### config.mk
export PLATFORM = sky130hd
export DESIGN_NAME = dataloader_agu
export DESIGN_NICKNAME = d
export VERILOG_FILES = /design/src/common/agu_pkg.sv /design/src/load_path/load_writer.sv /design/src/rtl/agu_control.sv /design/src/rtl/dataloader_agu.sv /design/src/rtl/tile_geometry.sv /design/src/window_path/window_walker.sv
export VERILOG_INCLUDE_DIRS = /design/src /design/src/common
export SDC_FILE = /design/constraint.sdc
export NUM_CORES = 1
export LEC_CHECK = 0
export BUFFER_PORTS_ARGS = -buffer_cell sky130_fd_sc_hd__buf_2
export CAP_MARGIN = 20
export CORE_MARGIN = 2
export CORE_UTILIZATION = 63
export CTS_BUF_LIST = sky130_fd_sc_hd__clkbuf_4 sky130_fd_sc_hd__clkbuf_8
export DETAILED_ROUTE_END_ITERATION = 16
export PLACE_DENSITY = 0.83
export SYNTH_ARGS = -nofsm -noshare
export SYNTH_HDL_FRONTEND = slang
export SYNTH_SLANG_ARGS = --single-unit
export TNS_END_PERCENT = 30
### constraint.sdc
create_clock -name clk -period 6.9 [get_ports clk]
set_input_delay 0.345 -clock clk [delete_from_list [all_inputs] [get_ports clk]]
set_output_delay 0.345 -clock clk [all_outputs]
set_load 0.02 [all_outputs]
### src/common/agu_config.svh
`ifndef AGU_CONFIG_SVH
`define AGU_CONFIG_SVH

// --------------------
// array and datapath sizes
// --------------------
`define AGU_ARRAY_SIZE      8      // systolic array dimension
`define AGU_DATA_WIDTH      8      // one pixel or weight
`define AGU_WORD_WIDTH      32     // scratchpad word
`define AGU_BYTES_PER_WORD  4      // pixels packed per word
`define AGU_WORD_SHIFT      2      // byte index -> word index

// scratchpad is word addressed
`define AGU_ADDR_WIDTH      12

// --------------------
// scratchpad region map
// --------------------
`define AGU_WEIGHT_BASE     12'h000  // weights always start at word 0
`define AGU_INPUT_BASE_0    12'h080  // input bank 0
`define AGU_INPUT_BASE_1    12'h100  // input bank 1, ping-pong with bank 0

// 8-bit pixels in a 32-bit word, keep these two consistent
// with AGU_BYTES_PER_WORD when the word width changes

`endif

### src/common/agu_pkg.sv
`include "agu_config.svh"

package agu_pkg;

    // --------------------
    // vectors with a meaning
    // --------------------
    typedef logic [`AGU_ADDR_WIDTH-1:0]     sram_addr_t;   // word address
    typedef logic [`AGU_WORD_WIDTH-1:0]     sram_word_t;   // one scratchpad word
    typedef logic [`AGU_BYTES_PER_WORD-1:0] sram_mask_t;   // byte write mask
    typedef logic [6:0]                     dim_n_t;       // image side N
    typedef logic [4:0]                     dim_k_t;       // kernel side K
    typedef logic [7:0]                     tile_dim_t;    // input tile side
    typedef logic [15:0]                    pixel_count_t; // bytes, pixels or words

    // command modes, code 4 (old unload) and up are ignored
    typedef enum logic [2:0] {
        idle        = 3'd0,
        load_weight = 3'd1,
        load_input  = 3'd2,
        sliding_win = 3'd3
    } agu_mode_e;

    typedef enum logic [1:0] {
        st_idle,
        st_load,    // weight or input copy from rx
        st_stream,  // sliding window reads
        st_done
    } agu_state_e;

    // --------------------
    // bundles
    // --------------------
    typedef struct packed {
        tile_dim_t    tile_size;     // ARRAY_SIZE + K - 1
        pixel_count_t input_pixels;  // tile_size squared
        pixel_count_t input_words;   // ceil(input_pixels / 4)
        pixel_count_t weight_words;  // ceil(K*K / 4)
    } tile_geom_t;

    typedef struct packed {
        logic       wen;
        logic       ren;
        sram_mask_t wmask;
        sram_addr_t addr;
        sram_word_t din;
    } sram_req_t;

endpackage

### src/load_path/load_writer.sv
`timescale 1ns/10ps

module load_writer (
    input  logic                  clk,
    input  logic                  rst_n,
    input  logic                  load_go,
    input  agu_pkg::pixel_count_t load_limit,
    input  agu_pkg::sram_addr_t   base,
    input  agu_pkg::sram_word_t   rx_data,
    input  logic                  rx_valid,
    output logic                  rx_ready,
    output agu_pkg::sram_req_t    load_req,
    output logic                  load_last
);

    import agu_pkg::*;

    pixel_count_t word_ptr;     // words taken so far
    pixel_count_t next_ptr;
    logic         accept;       // rx handshake
    logic         final_word;

    assign accept     = rx_valid && rx_ready;
    assign next_ptr   = word_ptr + pixel_count_t'(1);
    assign final_word = (next_ptr == load_limit);   // single end test

    // --------------------
    // rx to scratchpad
    // --------------------
    always_ff @(posedge clk or negedge rst_n) begin
        if (!rst_n) begin
            rx_ready  <= 1'b0;
            word_ptr  <= '0;
            load_req  <= '0;
            load_last <= 1'b0;
        end else begin
            load_req  <= '0;   // idle request unless a word lands
            load_last <= 1'b0;
            if (load_go) begin
                rx_ready <= 1'b1;   // open the stream
                word_ptr <= '0;
            end else if (accept) begin
                load_req.wen   <= 1'b1;
                load_req.wmask <= '1;   // whole word, 4 packed bytes
                load_req.addr  <= base + sram_addr_t'(word_ptr);
                load_req.din   <= rx_data;
                word_ptr       <= next_ptr;
                if (final_word) begin
                    rx_ready  <= 1'b0;   // exactly load_limit words
                    load_last <= 1'b1;   // lines up with the last write
                end
            end
        end
    end

    // rx_valid low just stalls the copy, nothing else to track

endmodule

### src/rtl/agu_control.sv
`timescale 1ns/10ps
`include "agu_config.svh"

module agu_control (
    input  logic                  clk,
    input  logic                  rst_n,
    input  logic                  agu_enable,
    input  logic                  agu_start,
    input  agu_pkg::agu_mode_e    agu_mode,
    input  logic                  bank_sel,
    input  agu_pkg::tile_geom_t   geom,
    input  logic                  load_last,
    input  logic                  window_last,
    input  agu_pkg::sram_req_t    load_req,
    input  agu_pkg::sram_req_t    win_req,
    output logic                  load_go,
    output logic                  stream_go,
    output agu_pkg::pixel_count_t load_limit,
    output agu_pkg::sram_addr_t   base,
    output logic                  agu_done,
    output agu_pkg::sram_req_t    sram_req
);

    import agu_pkg::*;

    agu_state_e state, next_state;
    logic       start_ok;   // qualified start strobe

    assign start_ok  = (state == st_idle) && agu_enable && agu_start;
    // go pulses land in the start cycle so the units are armed with the state change
    assign load_go   = start_ok && ((agu_mode == load_weight) || (agu_mode == load_input));
    assign stream_go = start_ok && (agu_mode == sliding_win);

    // --------------------
    // mode FSM
    // --------------------
    always_comb begin
        next_state = state;
        case (state)
            st_idle: begin
                if (load_go)
                    next_state = st_load;
                else if (stream_go)
                    next_state = st_stream;   // anything else stays idle
            end
            st_load:   if (load_last)   next_state = st_done;
            st_stream: if (window_last) next_state = st_done;
            st_done:   next_state = st_idle;
            default:   next_state = st_idle;
        endcase
    end

    always_ff @(posedge clk or negedge rst_n) begin
        if (!rst_n) begin
            state    <= st_idle;
            agu_done <= 1'b0;
        end else begin
            state    <= next_state;
            agu_done <= (state == st_done);   // one cycle after st_done
        end
    end

    // region base and word count, held for the whole command
    always_ff @(posedge clk) begin
        if (start_ok) begin
            if (agu_mode == load_weight) begin
                base       <= `AGU_WEIGHT_BASE;
                load_limit <= geom.weight_words;
            end else begin
                base       <= bank_sel ? `AGU_INPUT_BASE_1 : `AGU_INPUT_BASE_0;
                load_limit <= geom.input_words;   // unused by stream
            end
        end
    end

    // only the active unit reaches the scratchpad
    always_comb begin
        case (state)
            st_load:   sram_req = load_req;
            st_stream: sram_req = win_req;
            default:   sram_req = '0;
        endcase
    end

endmodule

### src/rtl/dataloader_agu.sv
`timescale 1ns/10ps

module dataloader_agu (
    input  logic                clk,
    input  logic                rst_n,
    input  logic                agu_enable,
    input  logic                agu_start,
    input  agu_pkg::agu_mode_e  agu_mode,
    input  agu_pkg::dim_n_t     latched_N,   // kept for port compatibility, no tiling here
    input  agu_pkg::dim_k_t     latched_K,
    input  logic                bank_sel,
    input  logic                mem_read_en,
    input  agu_pkg::sram_word_t rx_data,
    input  logic                rx_valid,
    output logic                rx_ready,
    output logic                agu_done,
    output agu_pkg::sram_req_t  sram_req
);

    import agu_pkg::*;

    // --------------------
    // internal links
    // --------------------
    tile_geom_t   geom;
    logic         load_go, stream_go;
    logic         load_last, window_last;
    pixel_count_t load_limit;
    sram_addr_t   base;
    sram_req_t    load_req, win_req;

    tile_geometry tile_geometry_inst (.latched_K(latched_K), .geom(geom));

    agu_control agu_control_inst (
        .clk(clk), .rst_n(rst_n), .agu_enable(agu_enable), .agu_start(agu_start),
        .agu_mode(agu_mode), .bank_sel(bank_sel), .geom(geom),
        .load_last(load_last), .window_last(window_last),
        .load_req(load_req), .win_req(win_req), .load_go(load_go), .stream_go(stream_go),
        .load_limit(load_limit), .base(base), .agu_done(agu_done), .sram_req(sram_req)
    );

    load_writer load_writer_inst (
        .clk(clk), .rst_n(rst_n), .load_go(load_go), .load_limit(load_limit), .base(base),
        .rx_data(rx_data), .rx_valid(rx_valid), .rx_ready(rx_ready),
        .load_req(load_req), .load_last(load_last)
    );

    window_walker window_walker_inst (
        .clk(clk), .rst_n(rst_n), .stream_go(stream_go), .base(base), .geom(geom),
        .mem_read_en(mem_read_en), .win_req(win_req), .window_last(window_last)
    );

endmodule

### src/rtl/tile_geometry.sv
`timescale 1ns/10ps
`include "agu_config.svh"

module tile_geometry (
    input  agu_pkg::dim_k_t     latched_K,
    output agu_pkg::tile_geom_t geom
);

    import agu_pkg::*;

    // rounding term for the ceiling divide by bytes per word
    localparam pixel_count_t round_up = pixel_count_t'(`AGU_BYTES_PER_WORD - 1);

    tile_dim_t    tile_size;
    pixel_count_t input_pixels;
    pixel_count_t weight_pixels;

    // input tile needs K-1 extra rows and cols of halo
    assign tile_size = tile_dim_t'(`AGU_ARRAY_SIZE) + tile_dim_t'(latched_K)
                     - tile_dim_t'(1);

    // square tiles, one byte per pixel
    assign input_pixels  = pixel_count_t'(tile_size) * pixel_count_t'(tile_size);
    assign weight_pixels = pixel_count_t'(latched_K) * pixel_count_t'(latched_K);

    // --------------------
    // pack the result
    // --------------------
    always_comb begin
        geom.tile_size    = tile_size;
        geom.input_pixels = input_pixels;
        // partial last word still needs a full transfer
        geom.input_words  = (input_pixels + round_up) >> `AGU_WORD_SHIFT;
        geom.weight_words = (weight_pixels + round_up) >> `AGU_WORD_SHIFT;
    end

    // K=3 -> side 10, 100 pixels, 25 input words, 3 weight words

endmodule

### src/window_path/window_walker.sv
`timescale 1ns/10ps
`include "agu_config.svh"

module window_walker (
    input  logic                clk,
    input  logic                rst_n,
    input  logic                stream_go,
    input  agu_pkg::sram_addr_t base,
    input  agu_pkg::tile_geom_t geom,
    input  logic                mem_read_en,
    output agu_pkg::sram_req_t  win_req,
    output logic                window_last
);

    import agu_pkg::*;

    logic         active;       // between go and the final pixel
    tile_dim_t    win_row;
    tile_dim_t    win_col;
    pixel_count_t step_cnt;     // pixels issued
    pixel_count_t pixel_off;    // row-major byte offset in tile
    sram_addr_t   word_off;
    logic         step;
    logic         row_end;
    logic         final_pixel;

    assign step        = active && mem_read_en;
    assign pixel_off   = pixel_count_t'(win_row) * pixel_count_t'(geom.tile_size)
                       + pixel_count_t'(win_col);
    assign word_off    = sram_addr_t'(pixel_off >> `AGU_WORD_SHIFT);   // word holding pixel
    assign row_end     = (win_col == geom.tile_size - tile_dim_t'(1));
    assign final_pixel = (step_cnt == geom.input_pixels - pixel_count_t'(1));

    // --------------------
    // walk and read
    // --------------------
    always_ff @(posedge clk or negedge rst_n) begin
        if (!rst_n) begin
            active      <= 1'b0;
            win_row     <= '0;
            win_col     <= '0;
            step_cnt    <= '0;
            win_req     <= '0;
            window_last <= 1'b0;
        end else begin
            win_req     <= '0;
            window_last <= 1'b0;
            if (stream_go) begin
                active   <= 1'b1;
                win_row  <= '0;
                win_col  <= '0;
                step_cnt <= '0;
            end else if (step) begin
                win_req.ren  <= 1'b1;
                win_req.addr <= base + word_off;   // same word repeats for 4 pixels
                step_cnt     <= step_cnt + pixel_count_t'(1);
                if (row_end) begin
                    win_col <= '0;
                    win_row <= win_row + tile_dim_t'(1);
                end else begin
                    win_col <= win_col + tile_dim_t'(1);
                end
                if (final_pixel) begin
                    active      <= 1'b0;
                    window_last <= 1'b1;   // with the last read
                end
            end
        end
    end

endmodule
# Word-level counts from Yosys, hierarchy flattened
# Index checks and enable logic that the tools add are counted.
# word_totals
reg_bits	145
inputBits	54
output_inout_bits	52
# op_classes
n_addsub	13
multipliers	3
n_eq_ne	12
mux	38
reduce_logical	17
# ops
op	n
50-bit one-hot mux with 2 select lines	1
48-bit 2-to-1 mux	2
16-bit 2-to-1 mux	4
8-bit 2-to-1 mux	6
16-bit by 1-bit adder with 16-bit output, second input constant	2
16-bit equality test	2
12-bit adder	2
12-bit 2-to-1 mux	2
16-bit by 2-bit adder with 16-bit output, second input constant	1
8-bit by 1-bit adder with 8-bit output, second input constant	2
8-bit by 8-bit multiplier with 16-bit output	1
1-bit 2-to-1 mux	16
16-bit by 1-bit subtractor with 16-bit output, second input constant	1
8-bit by 1-bit subtractor with 8-bit output, second input constant	2
14-bit by 8-bit adder with 14-bit output	1
8-bit by 8-bit multiplier with 14-bit output	1
14-bit 2-to-1 mux	1
10-bit by 2-bit adder with 11-bit output, second input constant	1
5-bit by 5-bit multiplier with 10-bit output	1
2-bit nonzero test	5
9-bit 2-to-1 mux	1
8-bit equality test	1
2-bit 2-to-1 mux	4
2-bit one-hot mux with 4 select lines	1
other kinds (12)	22

# Depth between registers and ports, before layout
# logic_depth
word_depth	8
mapped_depth	28
mapped_depth_nobuf	27

# Modules after synthesis
# A second synthesis with hierarchy kept.
# hier_totals
hier_cells	1391
area_unflattened_um2	12702.2
# modules_own_cells
module	instances	cells_per_inst	area_each_um2	seq_area_each_um2
window_walker	1	670	5791.8	1176.1
load_writer	1	310	3305.7	1576.5
agu_control	1	191	1845.5	615.6
tile_geometry	1	220	1759.2	0.0

# Least setup slack after synthesis
# OpenSTA, ideal clock, no wires.
# synth_path
path_kind	input-to-reg
from	input latched_K[0]
to	register window_walker_inst.active
arrival_time_ps	6636
slack_ps	138
cell_stages	26
cell_sequence	buf_6 > inv_1 > clkbuf_1 > ha_1 > nand3b_1 > xnor2_1 > clkbuf_1 > nand2_1 > fa_1 > inv_1 > fa_1 > fa_1 > inv_1 > fa_1 > inv_1 > ha_1 > clkbuf_1 > a211o_1 > a211oi_1 > o211ai_1 > a211oi_1 > nand4_1 > xnor2_1 > a2111oi_0 > o2111ai_1 > o32a_1
# synth_via
elab_chain_len	7
# synth_lines
element	line_no	text
from (decl)	dataloader_agu.sv:10	input agu_pkg::dim_k_t latched_K,
4-bit by 5-bit adder with 6-bit output	tile_geometry.sv:19	assign tile_size = tile_dim_t'(`AGU_ARRAY_SIZE) + tile_dim_t'(latched_K)
8-bit by 1-bit subtractor with 8-bit output	tile_geometry.sv:19	
8-bit by 8-bit multiplier with 16-bit output	tile_geometry.sv:23	assign input_pixels = pixel_count_t'(tile_size) * pixel_count_t'(tile_size);
16-bit by 1-bit subtractor with 16-bit output	window_walker.sv:32	assign final_pixel = (step_cnt == geom.input_pixels - pixel_count_t'(1));
16-bit equality test	window_walker.sv:32	
2-bit nonzero test (no line)	--	
2-bit AND reduction (no line)	--	
to (signal assigned)	window_walker.sv:39	active <= 1'b0;
to (signal assigned)	window_walker.sv:49	active <= 1'b1;
to (signal assigned)	window_walker.sv:64	active <= 1'b0;
to (decl)	window_walker.sv:17	logic active;
# Every way passes these cells.
# A chain may end at the register's enable or synchronous reset.

# Worst setup path in the final report
# layout_path
from	input latched_K[1]
to	register window_walker_inst.active
# The elaborated chain is that of the path after synthesis.

==> results.json <==
{
  "drive_above_1_share_pct": 12.8,
  "grt_util_met3_pct": 4.27,
  "pre_cts_ws_ns": 0.209,
  "dieArea_sq_um": 19400,
  "hpwl_microns": 19500,
  "gr-max-usage-layer": "met2",
  "first_pass_iters": 5,
  "setup_ws_ns": 0.580,
  "total_power_w": 0.00276,
  "ys_types": 73,
  "slew_headroom_pct": 33.5,
  "use_met2_pct": 47.1,
  "grt_pass1_vias": 8977,
  "synth_seq_cells": 129,
  "cts_max_level": 4,
  "fin_nets": 1593,
  "power.leakage_nw": 6.45,
  "io_pins": 106,
  "cts_root_buf": "clkbuf_8",
  "routabilityCongestion": 0.901,
  "status": "finished, final reports clean",
  "synth_xor_area_share_pct": 10.3,
  "wirelength_microns": 25200,
  "final-setup-viol-count": 0,
  "cp_data_required_time_ns": 7.25,
  "syn_area_sq_um": 11500,
  "die_w_microns": 139,
  "post_cts_buffers": 0,
  "area_growth_syn_to_layout_pct": 10.4,
  "antenna_left": 0,
  "end_kind": "flop",
  "ir_drop_uv": 384,
  "synthMuxAreaShare_pct": 0.630,
  "gr-total-overflow": 0,
  "postSynth.asyncResetShare_pct": 87.6,
  "finalCritPeriodShare_pct": 91.6,
  "start_kind": "primary input",
  "synthAdderAreaFrac_pct": 22.5,
  "power.density_nw_per_um2": 217,
  "max_freq_mhz": 158,
  "cts_resized": 0,
  "hp-class": "primary input to flop",
  "utilization_pct": 70.8,
  "reg2reg_slack_ns": 1.59,
  "fin_crit_ns": 6.32,
  "portBuffers": 98,
  "grt_max_degree": 78,
  "crit_type": "primary input to flop",
  "synth-compound-area-share_pct": 9.57,
  "avgSynthCellArea_sq_um": 9.00,
  "synth_warnings": 0,
  "start_util_pct": 64.1,
  "fin_skew_ns": 0.0182,
  "antenna_found_initial": 0,
  "synth_edf_count": 16,
  "post_drt_via_cell_ratio": 5.57,
  "grtUsageTotal_pct": 27.0,
  "core_area_sq_um": 18000,
  "synthSimpleGateAreaFrac_pct": 21.3,
  "slowest_delay_ns": 0.57,
  "clkSinkCount": 129,
  "cts_hold_buffers": 1,
  "layout_commonest_cell": "inv_1",
  "synthFlopType": "dfrtp_1",
  "syn-num-nets": 1497,
  "path_clk_slew_ns": 0.09,
  "drv_cap": 0,
  "std_cell_rows": 49,
  "drc_errors": 0,
  "clk_latency_ns": 0.46,
  "fin_hold_ws_ns": 0.0796,
  "arrival_ns": 6.67,
  "rsz0062_at_grt": "false",
  "critPathSlowestCell": "fa_1",
  "numCtsBuffers": 17,
  "synth_top_family_by_area": "adder cells",
  "cts_tree": "yes",
  "antenna_cells": 0,
  "slew_viol_final": 0,
  "critical_path.max_fanout": 11,
  "fillers": 1331,
  "mostFrequentLayoutCells": "146 x inv_1, 115 x nand2_1, 113 x dfrtp_1",
  "vias": 9013,
  "ys_seq_area_share_pct": 28.7,
  "path_cells": "buf_2, inv_1, ha_1, buf_4, xor2_1, nand2_1, inv_1, fa_1, fa_1, inv_1, fa_1, fa_1, inv_1, ha_1, nand2_1, a211oi_2, o21ai_0, a211oi_1, nand4_1, xnor2_1, a2111oi_0, o2111ai_1, o32a_1",
  "fin_tns_setup_ns": 0,
  "worst_pin_slew_ns": 0.997,
  "postSynthCellCount": 1279,
  "grt_first_pass_wirelength_microns": 42600,
  "met1_usage_pct": 34.5,
  "final_hold_viol_count": 0,
  "wire_per_inst_microns": 15.6,
  "drtIter0Drc": 651,
  "die_h_microns": 139,
  "clockBufferDepth": 2
}
Yosys cell counts (all sizes together) (23+ instances only):
master | n | area share [%]
nor2 | 112 | 3.7
nand3 | 29 | 1.3
inv | 148 | 4.8
ha | 92 | 10
xor2 | 43 | 3.3
o21ai | 30 | 1.3
nand2 | 115 | 3.7
xnor2 | 83 | 6.5
clkbuf | 44 | 1.4
and3 | 23 | 1.2
fa | 72 | 13
dfrtp | 113 | 25
a21oi | 43 | 1.9
and2 | 103 | 5.6
nor2b | 25 | 1.4
through the flow:
stage	area, sq um	instances
6_report	12700	1617
4_1_cts	12700	1617
3_5_place_dp	12300	1584
3_3_place_gp	12300	1584
2_1_floorplan	11500	1279
5_1_grt	12700	1617
sequential cells by signal (all words and copies together) (netlist names):
name                            cells
load_writer_inst.load_last          1
window_walker_inst.win_row          8
load_writer_inst.rx_ready           1
load_writer_inst.word_ptr          16
window_walker_inst.active           1
agu_control_inst.load_limit        14
agu_control_inst.base               2
window_walker_inst.win_req         13
window_walker_inst.step_cnt        16
agu_control_inst.state              2
agu_control_inst.agu_done           1
window_walker_inst.window_last      1
window_walker_inst.win_col          8
load_writer_inst.load_req          45
layout make-up:
cell class	count	area [sq um]	share of cell area (%)
Inverter	150	563	4.43
Clock buffer	18	241	1.90
Tap cell	229	287	2.25
Clock inverter	14	170	1.34
Timing Repair Buffer	129	728	5.72
Multi-Input combinational cell	948	7420	58.4
Sequential cell	129	3310	26.0
where the power goes:
part	internal [W]	switching (W)	total [W]	leakage, nW
combinational	0.000559	0.000743	0.00130	4.56
clock	0.000338	0.000334	0.000672	0.204
sequential	0.000790	0	0.000790	1.69
total	0.00169	0.00108	0.00276	6.45
path summary, 6_finish.rpt:
path                       depth (start not counted)                             end                     startpoint
setup / recovery                                  23       window_walker_inst.active                   latched_K[1]
hold reg to reg                                    1   window_walker_inst.win_col[6]  window_walker_inst.win_col[6]
setup reg to reg                                  20  window_walker_inst.win_req[43]  window_walker_inst.win_row[3]
min in group asynchronous                          2   load_writer_inst.load_req[11]                          rst_n
max in group asynchronous                          3   window_walker_inst.win_row[0]                          rst_n
hold / removal                                     2   load_writer_inst.load_req[16]                    rx_data[16]
worst max-delay path, delay by kind of cell:
| family | cells | cell delay [ns] |
|---|---|---|
| fa+ha+maj | 6 | 2.71 |
| compound gates | 6 | 2.00 |
| buf+inv | 6 | 0.72 |
| simple gates | 3 | 0.46 |
| xor+xnor | 2 | 0.44 |
metal layers:
| layer | wire length (microns) | part of all wire (%) | vias to the layer above |
|---|---|---|---|
| met5 | 0 | 0 | - |
| met1 | 10600 | 42 | 4312 |
| met3 | 1520 | 6.0 | 42 |
| met4 | 575 | 2.3 | 0 |
| met2 | 12400 | 49 | 298 |
| li1 | - | - | 4361 |
cells by family (layout without fill, tap and decap cells):
logic type / count (synthesis) / after routing
buf+inv: 202 / 311
other cells: 2 / 2
compound gates: 162 / 162
mux: 7 / 7
simple gates: 484 / 484
xor+xnor: 129 / 129
flops: 129 / 129
fa+ha+maj: 164 / 164
(Power assumes the default switching activity.)
